File: src/lvds_tx_defines.svh
`ifndef LVDS_TX_DEFINES_SVH
`define LVDS_TX_DEFINES_SVH

// lane and word geometry
`define LVDS_TX_LANES 4          // serial lanes driven in parallel
`define LVDS_TX_S 8              // serdes factor, bits per lane word

// clkin cycles from lock-reset release to lock
`define LVDS_TX_LOCK_CYCLES 64

// apb byte addresses
`define LVDS_TX_ADDR_CTRL 4'h0       // enable, train, pll_reset
`define LVDS_TX_ADDR_PATTERN 4'h4    // training byte
`define LVDS_TX_ADDR_STATUS 4'h8     // lock state, read only
`define LVDS_TX_ADDR_UNDERFLOW 4'hC  // idle word count, read only

// training byte after reset, same on every lane
`define LVDS_TX_PATTERN_RESET 8'hA5

`endif
File: src/lvds_tx_pkg.sv
`include "lvds_tx_defines.svh"

package lvds_tx_pkg;

  // one lane's word, shifted out msb first
  typedef logic [`LVDS_TX_S-1:0] lane_word_t;

  // all lanes side by side, lane 0 in the low byte
  typedef logic [`LVDS_TX_LANES*`LVDS_TX_S-1:0] tx_word_t;

  // apb bus widths
  typedef logic [3:0] apb_addr_t;   // byte address, four registers
  typedef logic [31:0] apb_data_t;  // read and write data

  // settle counter, wide enough for LVDS_TX_LOCK_CYCLES
  typedef logic [6:0] lock_cnt_t;

  // stand-in for pll lock acquisition
  typedef enum logic [1:0] {
    RESET,   // held in reset, no lock
    SETTLE,  // counting toward lock
    LOCKED   // lock reported, strobe running
  } clkgen_state_t;

endpackage

File: src/lvds_tx_top.sv
`timescale 1ns/100ps

`include "lvds_tx_defines.svh"

module lvds_tx_top
  import lvds_tx_pkg::*;
(
  input  logic                      clkin,     // bit-rate clock, also the apb clock
  input  logic                      arst_n,
  // apb slave
  input  apb_addr_t                 paddr,
  input  logic                      psel,
  input  logic                      penable,
  input  logic                      pwrite,
  input  apb_data_t                 pwdata,
  output apb_data_t                 prdata,
  output logic                      pready,
  output logic                      pslverr,
  // user data
  input  tx_word_t                  tx_data,
  input  logic                      tx_valid,
  output logic                      tx_ready,
  // serial lanes and lock
  output logic [`LVDS_TX_LANES-1:0] tx_serial,
  output logic                      bufpll_lckd
);

  logic       enable;
  logic       train;
  logic       pll_reset;
  lane_word_t pattern;
  logic       serdesstrobe;  // word boundary, used as a clock enable
  tx_word_t   word;
  logic       load;
  logic       underflow;

  clock_generator_s8 u_clkgen (
    .clkin        (clkin),
    .arst_n       (arst_n),
    .pll_reset    (pll_reset),
    .serdesstrobe (serdesstrobe),
    .bufpll_lckd  (bufpll_lckd)
  );

  lvds_tx_regs u_regs (
    .clkin     (clkin),
    .arst_n    (arst_n),
    .paddr     (paddr),
    .psel      (psel),
    .penable   (penable),
    .pwrite    (pwrite),
    .pwdata    (pwdata),
    .prdata    (prdata),
    .pready    (pready),
    .pslverr   (pslverr),
    .locked    (bufpll_lckd),
    .underflow (underflow),
    .enable    (enable),
    .train     (train),
    .pll_reset (pll_reset),
    .pattern   (pattern)
  );

  lvds_tx_word_source u_source (
    .serdesstrobe (serdesstrobe),
    .locked       (bufpll_lckd),
    .enable       (enable),
    .train        (train),
    .pattern      (pattern),
    .tx_data      (tx_data),
    .tx_valid     (tx_valid),
    .tx_ready     (tx_ready),
    .word         (word),
    .load         (load),
    .underflow    (underflow)
  );

  lvds_tx_serializer u_serializer (
    .clkin     (clkin),
    .arst_n    (arst_n),
    .load      (load),
    .word      (word),
    .tx_serial (tx_serial)
  );

endmodule

File: src/lvds_tx_serializer.sv
`timescale 1ns/100ps

`include "lvds_tx_defines.svh"

module lvds_tx_serializer
  import lvds_tx_pkg::*;
(
  input  logic                      clkin,
  input  logic                      arst_n,
  input  logic                      load,      // parallel load, else shift
  input  tx_word_t                  word,      // lane n in byte n
  output logic [`LVDS_TX_LANES-1:0] tx_serial  // registered lane msbs
);

  for (genvar lane = 0; lane < `LVDS_TX_LANES; lane++) begin : g_lane
    lane_word_t shreg;  // bits still to go out on this lane

    always_ff @(posedge clkin or negedge arst_n) begin
      if (!arst_n) begin
        shreg <= '0;    // lanes start low
      end else if (load) begin
        shreg <= word[lane*`LVDS_TX_S +: `LVDS_TX_S];
      end else begin
        shreg <= {shreg[`LVDS_TX_S-2:0], 1'b0};  // msb first, zero fill
      end
    end

    assign tx_serial[lane] = shreg[`LVDS_TX_S-1];
  end

endmodule

File: src/lvds_tx_word_source.sv
`timescale 1ns/100ps

`include "lvds_tx_defines.svh"

module lvds_tx_word_source
  import lvds_tx_pkg::*;
(
  input  logic       serdesstrobe,  // word boundary from the clock generator
  input  logic       locked,
  input  logic       enable,
  input  logic       train,
  input  lane_word_t pattern,       // training byte
  input  tx_word_t   tx_data,
  input  logic       tx_valid,
  output logic       tx_ready,
  output tx_word_t   word,          // next word for the serializer
  output logic       load,          // serializer parallel load
  output logic       underflow      // idle word sent in data mode
);

  logic data_mode;    // locked, enabled and not training
  logic take;         // handshake this cycle
  tx_word_t pattern_word;

  assign pattern_word = {`LVDS_TX_LANES{pattern}};  // same byte on every lane

  assign data_mode = locked && enable && !train;
  assign tx_ready  = serdesstrobe && data_mode;     // only on a word boundary
  assign take      = tx_ready && tx_valid;

  // strobe, or every cycle while unlocked so the lanes flush to zero
  assign load = serdesstrobe || !locked;

  always_comb begin
    if (!locked || !enable) begin
      word = '0;               // disabled or unlocked, lanes carry zeros
    end else if (train) begin
      word = pattern_word;
    end else if (take) begin
      word = tx_data;
    end else begin
      word = '0;               // idle word
    end
  end

  // one pulse per idle word, held off while training or disabled
  assign underflow = tx_ready && !tx_valid;

endmodule

File: src/lvds_tx_regs.sv
`timescale 1ns/100ps

`include "lvds_tx_defines.svh"

module lvds_tx_regs
  import lvds_tx_pkg::*;
(
  input  logic       clkin,
  input  logic       arst_n,
  input  apb_addr_t  paddr,
  input  logic       psel,
  input  logic       penable,
  input  logic       pwrite,
  input  apb_data_t  pwdata,
  output apb_data_t  prdata,
  output logic       pready,
  output logic       pslverr,
  input  logic       locked,     // lock state for STATUS
  input  logic       underflow,  // one pulse per idle word in data mode
  output logic       enable,
  output logic       train,
  output logic       pll_reset,
  output lane_word_t pattern
);

  localparam int UFLOW_W = 16;     // underflow counter width

  logic access;                    // apb access phase
  logic wr_access;
  logic sel_ctrl;
  logic sel_pattern;
  logic sel_status;
  logic sel_uflow;
  logic mapped;                    // address hits a register
  logic [UFLOW_W-1:0] uflow_cnt;   // idle words sent in data mode
  apb_data_t rd_data;

  assign access    = psel && penable;
  assign wr_access = access && pwrite;

  // full 4-bit compare, misaligned addresses fall out as unmapped
  assign sel_ctrl    = (paddr == `LVDS_TX_ADDR_CTRL);
  assign sel_pattern = (paddr == `LVDS_TX_ADDR_PATTERN);
  assign sel_status  = (paddr == `LVDS_TX_ADDR_STATUS);
  assign sel_uflow   = (paddr == `LVDS_TX_ADDR_UNDERFLOW);
  assign mapped      = sel_ctrl || sel_pattern || sel_status || sel_uflow;

  // control and pattern registers
  always_ff @(posedge clkin or negedge arst_n) begin
    if (!arst_n) begin
      enable    <= 1'b0;
      train     <= 1'b1;                    // start out sending the pattern
      pll_reset <= 1'b0;
      pattern   <= `LVDS_TX_PATTERN_RESET;
    end else if (wr_access) begin
      if (sel_ctrl) begin
        enable    <= pwdata[0];
        train     <= pwdata[1];
        pll_reset <= pwdata[2];
      end
      if (sel_pattern) begin
        pattern <= pwdata[`LVDS_TX_S-1:0];
      end
    end
  end

  // underflow counter, write clears and takes priority over a new pulse
  always_ff @(posedge clkin or negedge arst_n) begin
    if (!arst_n) begin
      uflow_cnt <= '0;
    end else if (wr_access && sel_uflow) begin
      uflow_cnt <= '0;
    end else if (underflow && (uflow_cnt != '1)) begin
      uflow_cnt <= uflow_cnt + 1'b1;        // saturates at all ones
    end
  end

  // read mux, zero for unmapped addresses
  always_comb begin
    rd_data = '0;
    case (1'b1)
      sel_ctrl:    rd_data[2:0] = {pll_reset, train, enable};
      sel_pattern: rd_data[`LVDS_TX_S-1:0] = pattern;
      sel_status:  rd_data[0] = locked;
      sel_uflow:   rd_data[UFLOW_W-1:0] = uflow_cnt;
      default:     rd_data = '0;
    endcase
  end

  assign prdata = (psel && !pwrite) ? rd_data : '0;
  assign pready = 1'b1;  // no wait states

  // error on unmapped access or a write to STATUS or UNDERFLOW
  assign pslverr = access && (!mapped || (pwrite && (sel_status || sel_uflow)));

endmodule

File: src/clock_generator_s8.sv
`timescale 1ns/100ps

`include "lvds_tx_defines.svh"

module clock_generator_s8
  import lvds_tx_pkg::*;
(
  input  logic clkin,         // bit-rate clock
  input  logic arst_n,
  input  logic pll_reset,     // holds the generator out of lock
  output logic serdesstrobe,  // one cycle in every LVDS_TX_S, word boundary
  output logic bufpll_lckd    // lock indication
);

  localparam int PHASE_W = $clog2(`LVDS_TX_S);  // bits in the word phase counter
  localparam lock_cnt_t LOCK_LAST = lock_cnt_t'(`LVDS_TX_LOCK_CYCLES - 1);

  clkgen_state_t state;      // current lock state
  clkgen_state_t state_nxt;
  lock_cnt_t lock_cnt;       // edges seen since reset release
  logic [PHASE_W-1:0] phase; // position inside the word

  // next lock state, pll_reset wins over everything
  always_comb begin
    state_nxt = state;
    if (pll_reset) begin
      state_nxt = RESET;
    end else begin
      case (state)
        RESET:   state_nxt = SETTLE;                          // first counted edge
        SETTLE:  if (lock_cnt == LOCK_LAST) state_nxt = LOCKED;
        LOCKED:  state_nxt = LOCKED;
        default: state_nxt = RESET;
      endcase
    end
  end

  always_ff @(posedge clkin or negedge arst_n) begin
    if (!arst_n) begin
      state    <= RESET;
      lock_cnt <= '0;
      phase    <= '0;
    end else begin
      state <= state_nxt;
      if (state_nxt == RESET) begin
        lock_cnt <= '0;
      end else if (state == RESET) begin
        lock_cnt <= lock_cnt_t'(1);   // edge leaving RESET counts as the first
      end else if (state == SETTLE) begin
        lock_cnt <= lock_cnt + 1'b1;
      end
      // phase wraps to zero on the edge after lock, giving the first strobe
      if (state == SETTLE && state_nxt == LOCKED) begin
        phase <= '1;
      end else if (state == LOCKED) begin
        phase <= phase + 1'b1;        // modulo LVDS_TX_S, power of two
      end
    end
  end

  assign bufpll_lckd  = (state == LOCKED);
  assign serdesstrobe = (state == LOCKED) && (phase == '0);  // drops with lock

endmodule

File: config.mk
export PLATFORM = sky130hd
export DESIGN_NAME = lvds_tx_top
export DESIGN_NICKNAME = d
export VERILOG_FILES = /design/src/lvds_tx_pkg.sv /design/src/lvds_tx_top.sv /design/src/lvds_tx_serializer.sv /design/src/lvds_tx_word_source.sv /design/src/lvds_tx_regs.sv /design/src/clock_generator_s8.sv
export VERILOG_INCLUDE_DIRS = /design/src
export SDC_FILE = /design/constraint.sdc
export NUM_CORES = 1
export LEC_CHECK = 0
export BUFFER_PORTS_ARGS = -buffer_cell sky130_fd_sc_hd__buf_4
export CAP_MARGIN = 20
export CORE_UTILIZATION = 48
export DETAILED_ROUTE_END_ITERATION = 6
export PLACE_DENSITY = 0.77
export SYNTH_ARGS = -nofsm -noshare
export SYNTH_HDL_FRONTEND = slang
export SYNTH_HIERARCHICAL = 1
export SYNTH_SLANG_ARGS = --single-unit
File: constraint.sdc
create_clock -name clkin -period 2.6 [get_ports clkin]
set_clock_uncertainty 0.15 [all_clocks]
set_input_delay 0.13 -clock clkin [delete_from_list [all_inputs] [get_ports clkin]]
set_output_delay 0.13 -clock clkin [all_outputs]
set_load 0.02 [all_outputs]
### Yosys cells after proc, flatten, opt, wreduce, memory -nomap -nowiden

Cells that the tools add are included.

* add/sub/neg operators: 3
* equal/unequal tests: 8
* mux-type cells: 34
* reductions and logical operators: 36

Operators by type and width (number)
* 2-to-1 mux 32 bit: 3
* 2-to-1 mux 8 bit: 8
* 2-to-1 mux 16 bit: 3
* 2-to-1 mux 7 bit: 3
* 2-to-1 mux 5 bit: 4
* adder 16 x 1 -> 16 bit (second input constant): 1
* inequality test 16 bit (second input constant): 1
* logical AND 1 bit: 14
* 2-to-1 mux 2 bit: 6
* equality test 4 bit (second input constant): 2
* adder 7 x 1 -> 7 bit (second input constant): 1
* equality test 7 x 6 -> 1 bit (second input constant): 1
* logical OR 1 bit: 7
* logical NOT 1 bit: 6
* 2-to-1 mux 3 bit: 2
* case mux 2 bit (3 select lines): 1
* equality test 2 bit (second input constant): 2
* equality test 4 x 3 -> 1 bit (second input constant): 1
* logical NOT 2 bit: 2
* logical NOT 4 bit: 1
* 2-to-1 mux 1 bit: 4
* AND reduction 2 bit: 2
* nonzero test 2 bit: 2
* adder 3 x 1 -> 3 bit (second input constant): 1
* other kinds (3): 3

* register bits: 71
* output and inout port bits: 40
* logic and storage cells: 93

### Logic depth before layout (Yosys ltp)

* depth after elaboration: 9
* depth in mapped cells: 10

### Hierarchy

The synthesis kept the hierarchy.

By module, submodules not included
* lvds_tx_regs: instances 1, cells each 183, area each 1805.5 um2, seq. area each 681.9 um2
* lvds_tx_serializer: instances 1, cells each 72, area each 1331.3 um2, seq. area each 800.8 um2
* clock_generator_s8: instances 1, cells each 68, area each 666.9 um2, seq. area each 300.3 um2
* lvds_tx_word_source: instances 1, cells each 86, area each 471.7 um2, seq. area each 0.0 um2

### Worst setup path after synthesis

Ideal clock, no wire load.

* kind: register to register
* from: reg u_clkgen.phase[0]
* to: reg u_regs.uflow_cnt[15]
* arrival time: 2468 ps
* slack: -95 ps
* stages on the path, launching flop included: 11
* path buffers: 1
* period minus slack after synthesis: 2695 ps
* path through: dfrtp_1 inv_1 ha_1 nor3b_1 nand4b_4 buf_6 nor2_1 and3_1 nand3_4 or4_1 a21oi_1

* word-level cells in the longest chain between the ends: 6

Ends and longest elaborated chain
* from (decl): RTL line clock_generator_s8.sv:21 `logic [PHASE_W-1:0] phase;`
* from (signal assigned): RTL line clock_generator_s8.sv:56 `phase <= phase + 1'b1;`
* logical NOT 3 bit: RTL line clock_generator_s8.sv:62 `assign serdesstrobe = (state == LOCKED) && (phase == '0);`
* logical AND 1 bit: RTL line clock_generator_s8.sv:62
* via serdesstrobe: RTL line lvds_tx_top.sv:32 `logic serdesstrobe;`
* logical AND 1 bit: RTL line lvds_tx_word_source.sv:28 `assign tx_ready = serdesstrobe && data_mode;`
* logical AND 1 bit: RTL line lvds_tx_word_source.sv:47 `assign underflow = tx_ready && !tx_valid;`
* via underflow: RTL line lvds_tx_top.sv:35 `logic underflow;`
* logical AND 1 bit: RTL line lvds_tx_regs.sv:73 `end else if (underflow && (uflow_cnt != '1)) begin`
* nonzero test 2 bit (no source line)
* to (signal assigned): RTL line lvds_tx_regs.sv:74 `uflow_cnt <= uflow_cnt + 1'b1;`
* to (decl): RTL line lvds_tx_regs.sv:35 `logic [UFLOW_W-1:0] uflow_cnt;`

The timed path passes the listed nets, and every way through them passes these cells.
A chain may end at the register's enable or synchronous reset.

### Worst setup path after layout

* from: reg u_clkgen.state[0]
* to: reg u_regs.uflow_cnt[15]

* elaborated cells between the ends (all ways): 8

RTL lines
* from (decl): RTL line clock_generator_s8.sv:18 `clkgen_state_t state;`
* from (signal assigned): RTL line clock_generator_s8.sv:44 `state <= state_nxt;`
* equality test 2 bit: RTL line clock_generator_s8.sv:62
* logical AND 1 bit: RTL line clock_generator_s8.sv:62
* via serdesstrobe: RTL line lvds_tx_top.sv:32
* logical AND 1 bit: RTL line lvds_tx_word_source.sv:28
* logical AND 1 bit: RTL line lvds_tx_word_source.sv:47
* via underflow: RTL line lvds_tx_top.sv:35
* logical AND 1 bit: RTL line lvds_tx_regs.sv:73
* nonzero test 2 bit (no source line)

The timed path passes the listed nets, and every way through them passes these cells.

==> summary.txt <==
Status
  – Status: finished clean

Finish
  – Final cell count without fillers: 594
  – Final cell utilization of the core: 57.6%
  – Antenna diodes: 0
  – Fillers: 739
  – Storage cell area: 1780 sq um
  – Fraction of layout cells with a size suffix above 1: 32.9%
  – Multi-input gate area: 2160 sq um
  – P&R area growth vs syn: 16.9%
  – Final #Nets: 559

Synthesis
  – Asr flop ratio synth: 100%
  – Number of distinct library cells after synthesis: 64
  – Post-synth EDFFs: 0
  – Syn Area/Cell: 10.5 sq um
  – Syn Inst Count: 409
  – FF+latch count, synth: 71
  – Ys Warns: 6
  – Sequential fraction of the synthesis area: 41.7%
  – Synthesized area: 4280 sq um
  – Most used DFF post-synth: dfrtp_1

Setup path
  – R2R setup slack: 0.13 ns
  – Buf/Inv on CP: 0
  – WS Path Type: flip-flop to flip-flop
  – Crit path launch type: flip-flop
  – Req. time, crit path: 2.73 ns
  – Reg2Reg Launch Point: u_clkgen/state[0]
  – Critical-path cell list: nand2b_4, nor3b_2, nand4b_4, nor2_2, and3_1, nand3_4, or4_1, a21oi_1
  – Reg2reg path depth: 8
  – Worst path arrival time: 2.59 ns
  – Maximum fanout along the worst path: 8
  – Crit. End Element: flip-flop
  – Worst path depth: 8
  – CP max stage cell: or4_1
  – Crit path largest cell delay: 0.49 ns
  – Critical path's top delay family: simple AND/OR/NAND/NOR gates
  – Worst setup startpoint: u_clkgen/state[0]

Drt
  – Vias per cell: 5.54
  – Vias: 3293
  – DRC: 0
  – Drt initial violations: 155
  – Pre-antenna DRT Iters: 4
  – WL per Instance: 15.8 microns
  – Routed wire length: 9410 microns
  – Antenna-violating nets left: 0

Timing
  – Slew headroom: 39.7%
  – Max Fclk: 0.406 GHz
  – Slew @ Worst Pin: 0.905 ns
  – Setup_tns: 0 ns
  – Period utilisation layout: 94.8%
  – Fin. Hold Viols: 0
  – Tmin final: 2.47 ns
  – Max-slew violations: 0
  – Final setup fails: 0
  – RSZ-0062 raised after global routing: false
  – Worst hold margin: 0.0112 ns

Floorplan
  – Core area: 8680 sq um
  – Die area: 9290 sq um
  – Die H: 96.4 microns
  – Die width: 96.4 microns
  – Row count: 34
  – I/O pins: 114
  – Initial Utilization: 49.3%

CTS
  – Clock root buffer: clkbuf_8
  – Hold-fix buffers, CTS: 9
  – Clock buffer depth: 2
  – Post-CTS setup buffers: 0
  – Cts bufs inserted: 9
  – CTS Sinks: 71
  – H-Tree Depth: 3
  – Clk pin slew, worst setup/hold paths: 0.07 ns
  – Clk_lat worst skew: 0.35 ns
  – TritonCTS clock tree: built
  – Post_cts resized: 0

Power
  – Clock group share of total power: 33.7%
  – Pwr dens: 473 nW/um^2
  – Psw: 0.644 mW
  – Total power: 2.36 mW
  – Pleak: 2.48 nW
  – Reg power frac: 52.8%
  – Switching portion of total power: 27.3%
  – VDD IR max: 0.229 mV
  – Comb power frac: 13.6%
  – Int Power: 1.72 mW

Place
  – Port bufs: 72
  – DP Cell Count: 569
  – GP Congestion: 0.871
  – DP HPWL: 6480 microns

Global route
  – Initial antenna violation count: 0
  – Largest net degree at the start of global routing: 72
  – Vias in the first global route: 3284
  – First-pass GRT wire length: 15400 microns
  – Overflow left after global routing: 0
  – Global Route Usage Sum: 21.7%

Hold path
  – Hold depth: 4
  – HP Class: input pin to flip-flop
  – Beginning of the worst hold path: tx_data[8]

Flow run
  – Max Cap Viol: 0
routing by layer:
layer	up-vias	global-route usage, %	routed length [microns]
met4	0	8.58	159
met5	-	0	0
met1	1592	28.5	4130
met3	13	3.21	527
li1	1587	-	-
met2	101	36.1	4590
worst paths after layout:
check                                                       end
worst min register to register  u_serializer/g_lane[3].shreg[5]
max in group asynchronous                   u_regs/uflow_cnt[3]
worst min-delay path            u_serializer/g_lane[1].shreg[0]
worst max register to register             u_regs/uflow_cnt[15]
worst max-delay path                       u_regs/uflow_cnt[15]
min in group asynchronous       u_serializer/g_lane[2].shreg[6]
placed cells by master (no fill, tap or decap), types with 13 or more instances in the layout:
cell	instances
nand2_1	47
mux2_4	26
o21ai_1	22
buf_4	77
dfrtp_1	66
conb_1	17
o21ai_0	14
and3_1	13
nor2_1	16
cell usage after synthesis (5+ instances only):
master	count	share of area (%)
nor2_1	17	1.5
buf_6	9	2.4
nand4_1	10	1.5
dfstp_2	5	3.1
o21ai_0	14	1.6
buf_4	23	4.0
mux2_2	10	2.6
dfrtp_1	66	39
mux2_4	26	9.1
nand2_1	47	4.1
mux2i_1	6	1.4
and2_1	7	1.0
o211ai_1	5	0.88
o21ai_1	22	2.6
a21oi_1	12	1.4
and3_1	13	1.9
inv_1	12	1.1
o21ai_2	7	1.4
or4_1	6	1.1
nand3_1	12	1.4
flip-flops by register name (all words and copies together), names as in the netlist:
register	cells
u_serializer/g_lane.shreg	32
u_regs/uflow_cnt	16
u_regs/pattern	8
u_clkgen/lock_cnt	7
u_clkgen/phase	3
u_clkgen/state	2
u_regs/enable	1
u_regs/pll_reset	1
u_regs/train	1
layout make-up:
class,count,area share [%]
Clock inverter,3,0.351
Tap cell,108,2.70
Inverter,13,1.03
Sequential cell,71,35.7
Timing Repair Buffer,87,13.8
Multi-Input combinational cell,299,43.3
Clock buffer,13,3.18
power groups by stage:
| stage | combinational, mW | sequential (mW) | clock [mW] |
|---|---|---|---|
| after CTS | 0.322 | 1.25 | 0.816 |
| after global routing | 0.367 | 1.26 | 0.853 |
| after global placement | 0.298 | 1.26 | 0 |
| final | 0.321 | 1.25 | 0.795 |
| after detailed placement | 0.310 | 1.27 | 0 |
| after floorplan | 0.230 | 1.23 | 0 |
worst min-delay path: stages:
cell     delay, ns
buf_4         0.08
nand2_1       0.04
o21ai_1       0.10
and2_1        0.13
per-stage QoR:
step | worst slack (ns) | instance area, sq um
global placement | 0.239 | 4730
finish | 0.135 | 5000
CTS | 0.152 | 5000
global route | 0.0212 | 5000
floorplan | 0.0646 | 4340
detailed placement | 0.179 | 4730
cells by family (layout without fill, tap and decap cells):
group	count (synthesis)	count (layout)	share of synthesized area [%]
buffers and inverters	54	116	9.25
adder cells (fa/ha/maj)	4	4	1.17
XOR/XNOR	5	5	1.02
other	2	17	0.176
AND/OR/NAND/NOR	144	144	20.1
multiplexers	45	45	14.0
flip-flops	71	71	41.7
AO/OA/AOI/OAI	84	84	12.6
No activity file was read; power rests on OpenSTA's default activity.
